[src/hist_pkg.sv]
package hist_pkg;

    // default sizes, overridable from the top level
    localparam int PIXEL_NUM_DEF = 4;
    localparam int DATA_NUM_DEF  = 3;
    localparam int ACQ_NUM_DEF   = 5;
    localparam int TS_W_DEF      = 8;
    localparam int COARSE_W_DEF  = 4;
    localparam int FINE_W_DEF    = 4;
    localparam int COUNT_W_DEF   = 5;

    // pixel index width, at least one bit
    localparam int PIXEL_W_DEF = (PIXEL_NUM_DEF > 1) ? $clog2(PIXEL_NUM_DEF) : 1;

    // photon arrival time
    typedef logic [TS_W_DEF-1:0] ts_t;

    // upper bits of a time stamp
    typedef logic [COARSE_W_DEF-1:0] coarse_bin_t;

    // lower bits of a time stamp
    typedef logic [FINE_W_DEF-1:0] fine_bin_t;

    typedef logic [PIXEL_W_DEF-1:0] pixel_t;

    // saturating bin count
    typedef logic [COUNT_W_DEF-1:0] count_t;

    // sequencer states
    // COLLECT takes hits, SETTLE waits for the last peak update,
    // DRAIN holds input off while results go out
    typedef enum logic [1:0] {
        COLLECT,
        SETTLE,
        DRAIN
    } seq_state_t;

endpackage

[src/acq_sequencer.sv]
`timescale 1ns/10ps

module acq_sequencer import hist_pkg::*; #(
    parameter int PIXEL_NUM = PIXEL_NUM_DEF,
    parameter int DATA_NUM  = DATA_NUM_DEF,
    parameter int ACQ_NUM   = ACQ_NUM_DEF
) (
    input  logic   clk,
    input  logic   combin_res,
    input  logic   ts_valid,
    input  logic   drained,
    output logic   ts_ready,
    output logic   hit_valid,
    output pixel_t pixel,
    output logic   frame_done
);

    localparam int HIT_W = (DATA_NUM > 1) ? $clog2(DATA_NUM) : 1;
    localparam int ACQ_W = (ACQ_NUM > 1) ? $clog2(ACQ_NUM) : 1;

    seq_state_t       state;
    logic [HIT_W-1:0] hit_cnt;
    logic [ACQ_W-1:0] acq_cnt;
    logic             settle_cnt;
    logic             hit_wrap;
    logic             pixel_wrap;
    logic             acq_wrap;
    logic             last_hit;

    // input only open while collecting
    assign ts_ready  = (state == COLLECT);
    assign hit_valid = ts_valid && ts_ready;

    // wrap points of the three nested counters
    assign hit_wrap   = (hit_cnt == HIT_W'(DATA_NUM - 1));
    assign pixel_wrap = (pixel == pixel_t'(PIXEL_NUM - 1));
    assign acq_wrap   = (acq_cnt == ACQ_W'(ACQ_NUM - 1));
    // final hit of the frame
    assign last_hit   = hit_wrap && pixel_wrap && acq_wrap;

    // hits per pixel, then pixels, then acquisitions
    always_ff @(posedge clk or negedge combin_res) begin
        if (!combin_res) begin
            hit_cnt <= '0;
            pixel   <= '0;
            acq_cnt <= '0;
        end else if (hit_valid) begin
            if (hit_wrap) begin
                hit_cnt <= '0;
                if (pixel_wrap) begin
                    pixel <= '0;
                    // all counters back at zero after the last hit
                    acq_cnt <= acq_wrap ? '0 : acq_cnt + 1'b1;
                end else begin
                    pixel <= pixel + 1'b1;
                end
            end else begin
                hit_cnt <= hit_cnt + 1'b1;
            end
        end
    end

    always_ff @(posedge clk or negedge combin_res) begin
        if (!combin_res) begin
            state      <= COLLECT;
            settle_cnt <= 1'b0;
        end else begin
            case (state)
                COLLECT: begin
                    if (hit_valid && last_hit) begin
                        state      <= SETTLE;
                        settle_cnt <= 1'b0;
                    end
                end
                SETTLE: begin
                    // two cycles, peak update of the last hit lands meanwhile
                    if (settle_cnt) begin
                        state <= DRAIN;
                    end else begin
                        settle_cnt <= 1'b1;
                    end
                end
                DRAIN: begin
                    // last result taken, histograms cleared on the same edge
                    if (drained) begin
                        state <= COLLECT;
                    end
                end
                default: begin
                    state <= COLLECT;
                end
            endcase
        end
    end

    // pulse in the first DRAIN cycle
    always_ff @(posedge clk or negedge combin_res) begin
        if (!combin_res) begin
            frame_done <= 1'b0;
        end else begin
            frame_done <= (state == SETTLE) && settle_cnt;
        end
    end

endmodule

[src/hist_builder.sv]
`timescale 1ns/10ps

module hist_builder import hist_pkg::*; #(
    parameter int BIN_W     = COARSE_W_DEF,
    parameter int PIXEL_NUM = PIXEL_NUM_DEF,
    parameter int COUNT_W   = COUNT_W_DEF
) (
    input  logic             clk,
    input  logic             combin_res,
    input  logic             hit_valid,
    input  pixel_t           pixel,
    input  logic [BIN_W-1:0] hit_bin,
    input  logic             clear,
    input  pixel_t           rd_pixel,
    output logic [BIN_W-1:0] peak_bin,
    output count_t           peak_count
);

    localparam int BIN_NUM = 1 << BIN_W;

    // count memory, meaningful only where the valid bit is set
    logic [COUNT_W-1:0] cnt_mem [PIXEL_NUM][BIN_NUM];
    // one valid bit per bin, per pixel
    logic [BIN_NUM-1:0] bin_vld [PIXEL_NUM];

    // running peak per pixel
    logic [COUNT_W-1:0] peak_cnt_mem [PIXEL_NUM];
    logic [BIN_W-1:0]   peak_bin_mem [PIXEL_NUM];

    logic [COUNT_W-1:0] cur_count;
    logic [COUNT_W-1:0] new_count;

    // hit registered for the peak compare
    logic               upd_valid;
    pixel_t             upd_pixel;
    logic [BIN_W-1:0]   upd_bin;
    logic [COUNT_W-1:0] upd_count;

    assign cur_count = cnt_mem[pixel][hit_bin];

    // invalid entry restarts at one
    // valid entry counts up and sticks at the top
    always_comb begin
        if (!bin_vld[pixel][hit_bin]) begin
            new_count = COUNT_W'(1);
        end else if (cur_count == {COUNT_W{1'b1}}) begin
            new_count = cur_count;
        end else begin
            new_count = cur_count + 1'b1;
        end
    end

    // bin counts, written on the accepting edge
    always_ff @(posedge clk) begin
        if (hit_valid) begin
            cnt_mem[pixel][hit_bin] <= new_count;
        end
    end

    // new count and its address, for the next cycle
    always_ff @(posedge clk) begin
        upd_pixel <= pixel;
        upd_bin   <= hit_bin;
        upd_count <= new_count;
    end

    // valid bits, all dropped at once on clear
    always_ff @(posedge clk or negedge combin_res) begin
        if (!combin_res) begin
            for (int p = 0; p < PIXEL_NUM; p++) begin
                bin_vld[p] <= '0;
            end
            upd_valid <= 1'b0;
        end else if (clear) begin
            for (int p = 0; p < PIXEL_NUM; p++) begin
                bin_vld[p] <= '0;
            end
            upd_valid <= 1'b0;
        end else begin
            if (hit_valid) begin
                bin_vld[pixel][hit_bin] <= 1'b1;
            end
            upd_valid <= hit_valid;
        end
    end

    // peak moves only on a strictly greater count
    // so on a tie the earlier bin stays
    always_ff @(posedge clk or negedge combin_res) begin
        if (!combin_res) begin
            for (int p = 0; p < PIXEL_NUM; p++) begin
                peak_cnt_mem[p] <= '0;
                peak_bin_mem[p] <= '0;
            end
        end else if (clear) begin
            for (int p = 0; p < PIXEL_NUM; p++) begin
                peak_cnt_mem[p] <= '0;
                peak_bin_mem[p] <= '0;
            end
        end else if (upd_valid && (upd_count > peak_cnt_mem[upd_pixel])) begin
            peak_cnt_mem[upd_pixel] <= upd_count;
            peak_bin_mem[upd_pixel] <= upd_bin;
        end
    end

    // read port for the combiner, no delay
    assign peak_bin   = peak_bin_mem[rd_pixel];
    assign peak_count = peak_cnt_mem[rd_pixel];

endmodule

[src/peak_combiner.sv]
`timescale 1ns/10ps

module peak_combiner import hist_pkg::*; #(
    parameter int PIXEL_NUM = PIXEL_NUM_DEF
) (
    input  logic        clk,
    input  logic        combin_res,
    input  logic        frame_done,
    input  logic        res_ready,
    input  coarse_bin_t coarse_peak,
    input  count_t      coarse_count,
    input  fine_bin_t   fine_peak,
    input  count_t      fine_count,
    output pixel_t      rd_pixel,
    output logic        res_valid,
    output pixel_t      res_pixel,
    output coarse_bin_t res_coarse,
    output fine_bin_t   res_fine,
    output count_t      res_coarse_count,
    output count_t      res_fine_count,
    output logic        drained
);

    logic   res_take;
    logic   last_out;
    logic   load;
    pixel_t next_pixel;

    // output handshake
    assign res_take = res_valid && res_ready;
    // result on the port is the final pixel
    assign last_out = (res_pixel == pixel_t'(PIXEL_NUM - 1));
    // end of frame, clears both histograms
    assign drained  = res_take && last_out;

    // rd_pixel points at the pixel to load next
    assign next_pixel = (rd_pixel == pixel_t'(PIXEL_NUM - 1)) ? '0 : rd_pixel + 1'b1;

    // pixel 0 on frame_done, then one more per taken result
    assign load = frame_done || (res_take && !last_out);

    always_ff @(posedge clk or negedge combin_res) begin
        if (!combin_res) begin
            res_valid <= 1'b0;
            rd_pixel  <= '0;
        end else if (load) begin
            res_valid <= 1'b1;
            // wraps to 0 after loading the last pixel
            rd_pixel  <= next_pixel;
        end else if (res_take) begin
            // final result gone, idle until the next frame
            res_valid <= 1'b0;
        end
    end

    // result fields held while res_ready is low
    always_ff @(posedge clk) begin
        if (load) begin
            res_pixel        <= rd_pixel;
            res_coarse       <= coarse_peak;
            res_fine         <= fine_peak;
            res_coarse_count <= coarse_count;
            res_fine_count   <= fine_count;
        end
    end

endmodule

[src/hist_peak_top.sv]
`timescale 1ns/10ps

module hist_peak_top import hist_pkg::*; #(
    parameter int PIXEL_NUM = PIXEL_NUM_DEF,
    parameter int DATA_NUM  = DATA_NUM_DEF,
    parameter int ACQ_NUM   = ACQ_NUM_DEF,
    parameter int TS_W      = TS_W_DEF,
    parameter int COARSE_W  = COARSE_W_DEF,
    parameter int FINE_W    = FINE_W_DEF,
    parameter int COUNT_W   = COUNT_W_DEF
) (
    input  logic        clk,
    input  logic        combin_res,
    input  logic        ts_valid,
    input  ts_t         ts_data,
    output logic        ts_ready,
    output logic        res_valid,
    input  logic        res_ready,
    output pixel_t      res_pixel,
    output coarse_bin_t res_coarse,
    output fine_bin_t   res_fine,
    output count_t      res_coarse_count,
    output count_t      res_fine_count
);

    logic        hit_valid;
    pixel_t      pixel;
    logic        frame_done;
    logic        drained;
    pixel_t      rd_pixel;
    coarse_bin_t coarse_hit;
    fine_bin_t   fine_hit;
    coarse_bin_t coarse_peak;
    fine_bin_t   fine_peak;
    count_t      coarse_count;
    count_t      fine_count;

    // coarse field from the top bits, fine from the bottom
    assign coarse_hit = ts_data[TS_W-1 -: COARSE_W];
    assign fine_hit   = ts_data[FINE_W-1:0];

    acq_sequencer #(
        .PIXEL_NUM (PIXEL_NUM),
        .DATA_NUM  (DATA_NUM),
        .ACQ_NUM   (ACQ_NUM)
    ) sequencer (
        .clk        (clk),
        .combin_res (combin_res),
        .ts_valid   (ts_valid),
        .drained    (drained),
        .ts_ready   (ts_ready),
        .hit_valid  (hit_valid),
        .pixel      (pixel),
        .frame_done (frame_done)
    );

    hist_builder #(
        .BIN_W     (COARSE_W),
        .PIXEL_NUM (PIXEL_NUM),
        .COUNT_W   (COUNT_W)
    ) coarse_builder (
        .clk        (clk),
        .combin_res (combin_res),
        .hit_valid  (hit_valid),
        .pixel      (pixel),
        .hit_bin    (coarse_hit),
        .clear      (drained),
        .rd_pixel   (rd_pixel),
        .peak_bin   (coarse_peak),
        .peak_count (coarse_count)
    );

    hist_builder #(
        .BIN_W     (FINE_W),
        .PIXEL_NUM (PIXEL_NUM),
        .COUNT_W   (COUNT_W)
    ) fine_builder (
        .clk        (clk),
        .combin_res (combin_res),
        .hit_valid  (hit_valid),
        .pixel      (pixel),
        .hit_bin    (fine_hit),
        .clear      (drained),
        .rd_pixel   (rd_pixel),
        .peak_bin   (fine_peak),
        .peak_count (fine_count)
    );

    peak_combiner #(
        .PIXEL_NUM (PIXEL_NUM)
    ) combiner (
        .clk              (clk),
        .combin_res       (combin_res),
        .frame_done       (frame_done),
        .res_ready        (res_ready),
        .coarse_peak      (coarse_peak),
        .coarse_count     (coarse_count),
        .fine_peak        (fine_peak),
        .fine_count       (fine_count),
        .rd_pixel         (rd_pixel),
        .res_valid        (res_valid),
        .res_pixel        (res_pixel),
        .res_coarse       (res_coarse),
        .res_fine         (res_fine),
        .res_coarse_count (res_coarse_count),
        .res_fine_count   (res_fine_count),
        .drained          (drained)
    );

endmodule

[config.mk]
export PLATFORM = sky130hd
export DESIGN_NAME = hist_peak_top
export DESIGN_NICKNAME = d
export VERILOG_FILES = /design/src/hist_pkg.sv /design/src/acq_sequencer.sv /design/src/hist_builder.sv /design/src/peak_combiner.sv /design/src/hist_peak_top.sv
export SDC_FILE = /design/constraint.sdc
export NUM_CORES = 1
export LEC_CHECK = 0
export BUFFER_PORTS_ARGS = -buffer_cell sky130_fd_sc_hd__clkbuf_2
export CORE_ASPECT_RATIO = 0.9
export CORE_MARGIN = 3
export CORE_UTILIZATION = 37
export CTS_CLUSTER_SIZE = 25
export DETAILED_ROUTE_END_ITERATION = 10
export SYNTH_ARGS = -nofsm -noshare
export SYNTH_HDL_FRONTEND = slang
export SYNTH_SLANG_ARGS = --single-unit
[constraint.sdc]
create_clock -name clk -period 13.3 [get_ports clk]
set_clock_uncertainty 0.1 [all_clocks]
set_input_delay 2.66 -clock clk [delete_from_list [all_inputs] [get_ports clk]]
set_output_delay 2.66 -clock clk [all_outputs]
set_load 0.1 [all_outputs]
==> reports/metrics.yaml, run 1 <==
max_clock_freq_mhz: 148.1
clock_latency_ns: 0.63
wire_per_inst_um: 23.69
mostFrequentLayoutCell: "edfxtp_1"
initialDrtViolationCount: 2062
dieArea_sq_mm: 0.1016
wl_met1_um: 36980
root_buffer: "clkbuf_16"
synth_flop_cell: "edfxtp_1"
fin_crit_sh_pct: 50.76
regArea_sq_mm: 0.02561
maxSlewViolCount: 0
outcome: "finished clean"
pwr-share-seq_pct: 43.8
synth_cells: 2103
postCtsSetupRepairBufs: 0
synth_fp_nets: 2134
final_hold_viol_count: 0
ios: 34
cp_data_required_time_ns: 13.60
timing.hold.ws_ns: 0.3864
nFillCells: 8466
cts_tree: "built"
cts_hold_buffers: 0
rows: 108
power.density_mw_per_mm2: 202.2
grt_pass1_wl_um: 125700
yosysWarnings: 0
avgSynthCellArea_sq_um: 17.21
worst_pin_slew_ns: 1.327
via_per_inst: 5.620
cp_max_fo: 36
synth_cell_type_count: 63
cp-start-kind: "primary input"
end_kind: "register"
nets: 2158
p_sw_share_pct: 28.82
ant_nets: 0
finalSetupTns_ns: 0
highest_layer: "met4"
combPwrFrac_pct: 23.8
vias: 19490
grt.total_usage_pct: 16.23
yosysSeqAreaShare_pct: 70.74
p_leak_uw: 0.01430
p_sw_uw: 2369
cts_sinks: 895
clockBufferDepth: 3
cts_made_buffers: 89
final-setup-viol-count: 0
power.internal_uw: 5850
rsz0062_at_grt: "no"
hpwl_um: 49870
power.share.clock_pct: 32.4
ir_drop_v: 0.0001079
gp_congestion: 0.8519
maxSlewHeadroom_pct: 11.17
antenna_found_initial: 2
portBuffers: 33
drv_cap: 0
synth_seq_cells: 895
fp.dieH_um: 302.7
worst_hold_path_type: "reg2reg"
synth-edff-count: 660
grt_max_degree: 114
wl_met3_um: 5273
dr.pass1.iters: 7
met2WireLength_um: 38460
multi_input_area_sq_mm: 0.009854
grt_pass1_vias: 19620
synth-async-reset-ratio_pct: 24.02
drive_above_1_share_pct: 19.20
arrival_ns: 7.05
h-tree-depth: 3
n_antenna_cell: 0
start_util_pct: 37.40
fin_crit_ns: 6.752
area_growth_pct: 12.34
grt_overflow: 0
cts_resized: 0
final_cell_mix: "660 x edfxtp_1, 402 x nor2_1, 213 x dfrtp_1, 178 x mux4_2, 94 x clkbuf_16"
synth.cell_area_sq_mm: 0.03619
die_w_um: 335.7
drc_errors: 0
worstSetupPathType: "in2reg"
core_sq_mm: 0.09675
finalWirelength_um: 82150
clkTransAtPathRegs_ns: 0.06
-- layout make-up --
type	instances	share of cell area [%]
Inverter	25	0.2308
Tap cell	1265	3.893
Sequential cell	895	62.99
Clock buffer	127	6.436
Clock inverter	40	1.317
Timing Repair Buffer	58	0.8926
Multi-Input combinational cell	1058	24.24
-- state kept, by name, indices dropped and copies added (netlist names), 16 cells and up --
signal                       count
coarse_builder.peak_bin_mem     16
fine_builder.peak_bin_mem       16
fine_builder.cnt_mem           320
coarse_builder.bin_vld          64
fine_builder.peak_cnt_mem       20
coarse_builder.cnt_mem         320
coarse_builder.peak_cnt_mem     20
fine_builder.bin_vld            64
-- metrics by stage --
stage	worst slack, ns	utilization, %	instance area [sq um]	instances	total power (uW)
4_1_cts	6.770	42.02	40650	3468	8294
2_1_floorplan	6.151	-	36190	2103	5068
6_report	6.548	42.02	40650	3468	8218
3_3_place_gp	6.498	38.76	37500	3301	5580
3_5_place_dp	6.086	38.76	37500	3301	5634
5_1_grt	6.393	42.02	40650	3468	8561
-- final timing paths --
path                                               from                       endpoint  slack, ns  cells past startpoint
max                                          ts_data[5]  coarse_builder.cnt_mem[0][11]       6.55                     11
min                        fine_builder.peak_bin_mem[3]   fine_builder.peak_bin_mem[3]       0.39                      1
max reg2reg                          sequencer.pixel[0]    fine_builder.cnt_mem[0][18]       7.14                     10
min reg2reg                fine_builder.peak_bin_mem[3]   fine_builder.peak_bin_mem[3]       0.39                      1
max in group asynchronous                    combin_res     coarse_builder.bin_vld[55]       8.98                      3
min in group asynchronous                    combin_res        fine_builder.bin_vld[7]       2.04                      1
-- cell families after synthesis --
kind of cell | count (synthesis) | share of synthesized area, %
flops | 895 | 70.74
buf+inv | 150 | 2.320
fa+ha+maj | 19 | 0.6569
xor+xnor | 5 | 0.1210
compound gates | 229 | 5.138
simple gates | 558 | 6.427
mux | 247 | 14.60
-- worst max-delay path, cell delays in order --
cell and delay (ns):
clkbuf_2 0.43, nor2_1 1.17, a22oi_1 0.26, a21oi_1 0.24, or4_4 0.19, ha_1 0.18, o41ai_1 0.10, a211oi_1 0.47
mux2i_1 0.24, nor2_4 0.59, buf_4 0.45
-- power groups by stage --
stage | logic (uW) | registers (uW) | clock network [uW]
final | 1960 | 3600 | 2660
after global routing | 2100 | 3630 | 2830
after CTS | 1980 | 3600 | 2710
after detailed placement | 1970 | 3660 | 0
after global placement | 1950 | 3630 | 0
after floorplan | 1530 | 3530 | 0
-- cells in the mapped netlist (all sizes together), types with 5 or more instances --
library cell / instances / area (sq um)
a21o: 5 / 37.54
nor2: 408 / 1531
buf: 62 / 509.2
o21ai: 11 / 55.05
inv: 25 / 93.84
mux2: 11 / 123.9
nand2b: 8 / 50.05
mux4: 213 / 4928
a2111oi: 5 / 87.58
and2: 11 / 68.82
a21oi: 40 / 200.2
dfrtp: 215 / 5380
edfxtp: 660 / 19820
nand3: 19 / 95.09
a32oi: 9 / 78.83
clkbuf: 63 / 236.5
nand4: 5 / 31.28
nand2: 62 / 232.7
mux2i: 23 / 230.2
nor3: 10 / 50.05
a32o: 73 / 730.7
dfxtp: 20 / 400.4
a22oi: 56 / 420.4
nor2b: 16 / 100.1
nor4: 8 / 77.57
ha: 19 / 237.7
-- per-layer routing --
metal | track usage, % | up-vias
met1 | 23.92 | 10410
met3 | 2.753 | 105
met5 | 0 | -
met4 | 4.270 | 0
met2 | 25.14 | 668
li1 | - | 8304
Power figures use the tool's default switching activity.
==> run 2: changes to the inputs <==
- clock period: 13.3 -> 6.6 ns (I/O delays scaled with it)
==> reports/metrics.yaml, run 2 (synthesized netlist as in run 1, its figures left out) <==
outcome: "finished clean"  # unchanged
worstSetupStartpoint: "sequencer.pixel[0]"  # was ts_data[5]
instances_no_fill: 3478  # was 3468
p_leak_uw: 0.01429  # was 0.01430 uW
core_sq_mm: 0.09675  # unchanged
die_w_um: 335.7  # unchanged
place_area_sq_mm: 0.03766  # was 0.03750 sq mm
setup_slack_ns: 1.451  # was 6.548 ns
final_cell_mix: "660 x edfxtp_1, 402 x nor2_1, 213 x dfrtp_1, 178 x mux4_2, 91 x clkbuf_16"  # was 660 x edfxtp_1, 402 x nor2_1, 213 x dfrtp_1, 178 x mux4_2, 94 x clkbuf_16
drc_errors: 0  # unchanged
max_clock_freq_mhz: 194.2
cts_hold_buffers: 0  # unchanged
portBuffers: 33  # unchanged
cts_sinks: 895  # unchanged
crit_buf_inv: 1  # was 2
grt_pass1_vias: 19710  # was 19620
drive_above_1_share_pct: 19.52  # was 19.20%
place_ws_ns: 1.161  # was 6.086 ns
fin_crit_ns: 5.149
end_kind: "register"  # unchanged
cp-start-kind: "register"  # was primary input
dieArea_sq_mm: 0.1016  # unchanged
grt_overflow: 0  # unchanged
clkTransAtPathRegs_ns: 0.06  # about the same
rsz0062_at_grt: "no"  # unchanged
initialDrtViolationCount: 2014  # was 2062
postCtsSetupRepairBufs: 0  # unchanged
cts_resized: 0  # unchanged
crit_family: "simple AND/OR/NAND/NOR gates"  # unchanged
crit_chain: "buf_12, mux4_1, a22oi_1, a21oi_1, nor4_1, a2111oi_2, xnor2_1, nand2b_2"  # was clkbuf_2, nor2_1, a22oi_1, a21oi_1, or4_4, ha_1, o41ai_1, a211oi_1, mux2i_1, nor2_4, buf_4
grt.total_usage_pct: 16.30  # was 16.23%
root_buffer: "clkbuf_16"  # unchanged
cp_data_required_time_ns: 6.58  # was 13.60 ns
fp.dieH_um: 302.7  # unchanged
placed_cells: 3309  # was 3301
maxSlewViolCount: 0  # unchanged
n_antenna_cell: 0  # unchanged
largestRegisters: "coarse_builder.cnt_mem x320, fine_builder.cnt_mem x320"  # unchanged
grt_max_degree: 112  # was 114
cp_max_fo: 65  # was 36
cts_tree: "built"  # unchanged
grt_pass1_wl_um: 126500  # was 125700 um
ant_nets: 0  # unchanged
finalSetupTns_ns: 0  # unchanged
maxSlewHeadroom_pct: 10.43  # was 11.17%
nets: 2167  # was 2158
cts_made_buffers: 90  # was 89
final_hold_viol_count: 0  # unchanged
clock_latency_ns: 0.66  # was 0.63 ns
vias: 19370  # was 19490
drv_cap: 0  # unchanged
worst_pin_slew_ns: 1.344  # was 1.327 ns
worst_hold_path_type: "reg2reg"  # unchanged
finalWirelength_um: 82130  # was 82150 um
min_from: "fine_builder.peak_bin_mem[3]"  # unchanged
final-setup-viol-count: 0  # unchanged
fin_area_sq_mm: 0.04072  # was 0.04065 sq mm
crit_slowest_cell: "dfrtp_4"  # was nor2_1
ios: 34  # unchanged
power.density_mw_per_mm2: 404.0  # was 202.2 mW/mm^2
antenna_found_initial: 0  # was 2
start_util_pct: 37.40  # unchanged
reg2reg_from: "sequencer.pixel[0]"  # unchanged
wire_per_inst_um: 23.62  # was 23.69 um
slowest_delay_ns: 0.91  # was 1.17 ns
h-tree-depth: 3  # unchanged
clockBufferDepth: 3  # unchanged
via_per_inst: 5.570  # was 5.620
worstSetupPathType: "reg2reg"  # was in2reg
timing.hold.ws_ns: 0.3878  # was 0.3864 ns
fin_crit_sh_pct: 78.01
gp_congestion: 0.8477  # was 0.8519
nFillCells: 8437  # was 8466
mostFrequentLayoutCell: "edfxtp_1"  # unchanged
hpwl_um: 51430  # was 49870 um
arrival_ns: 5.13  # was 7.05 ns
dr.pass1.iters: 5  # was 7
ir_drop_v: 0.0002703  # was 0.0001079 V
rows: 108  # unchanged
area_growth_pct: 12.53  # was 12.34%
[run 2: final cells by class]
| cell class | count | area (sq um) | area share (%) |
|---|---|---|---|
| Sequential cell | 895 | 25610 | 62.88 |
| Multi-Input combinational cell | 1058 | 9854 | 24.20 |
| Clock buffer | 120 | 2506 | 6.154 |
| Tap cell | 1265 | 1583 | 3.887 |
| Clock inverter | 49 | 556.8 | 1.367 |
| Timing Repair Buffer | 66 | 523.0 | 1.284 |
| Inverter | 25 | 93.84 | 0.2304 |
[run 2: path summary, 6_finish.rpt]
kind                       slack, ns                            end  cells past startpoint
setup / recovery                1.45     fine_builder.cnt_mem[0][0]                      8
hold / removal                  0.39   fine_builder.peak_bin_mem[3]                      1
setup reg to reg                1.45     fine_builder.cnt_mem[0][0]                      8
hold reg to reg                 0.39   fine_builder.peak_bin_mem[3]                      1
max in group asynchronous       4.40     coarse_builder.bin_vld[50]                      2
min in group asynchronous       0.66  fine_builder.peak_bin_mem[12]                      1
[run 2: routing by layer]
layer | vias up | share of wire [%] | global-route usage, %
met5 | - | 0 | 0
met3 | 108 | 6.7 | 2.785
li1 | 8333 | - | -
met4 | 0 | 1.8 | 4.250
met1 | 10240 | 45 | 24.25
met2 | 689 | 46 | 25.00
[run 2: per-stage QoR]
stage | total power [uW] | utilization (%)
after global placement | 11340 | 38.93
after detailed placement | 11440 | 38.93
final | 16450 | 42.09
after CTS | 16610 | 42.09
after global routing | 17150 | 42.09
after floorplan | 10210 | -
[run 2: where the power goes]
part,total [uW],internal (uW),switching (uW)
combinational,4010,1780,2230
clock,5170,2980,2180
sequential,7280,6810,470
[run 2: worst register-to-register path: stages, from the launching register on]
cell and delay (ns):
dfrtp_4 0.91, buf_12 0.47, mux4_1 0.75, a22oi_1 0.31, a21oi_1 0.15, nor4_1 0.75, a2111oi_2 0.18, xnor2_1 0.24
nand2b_2 0.71
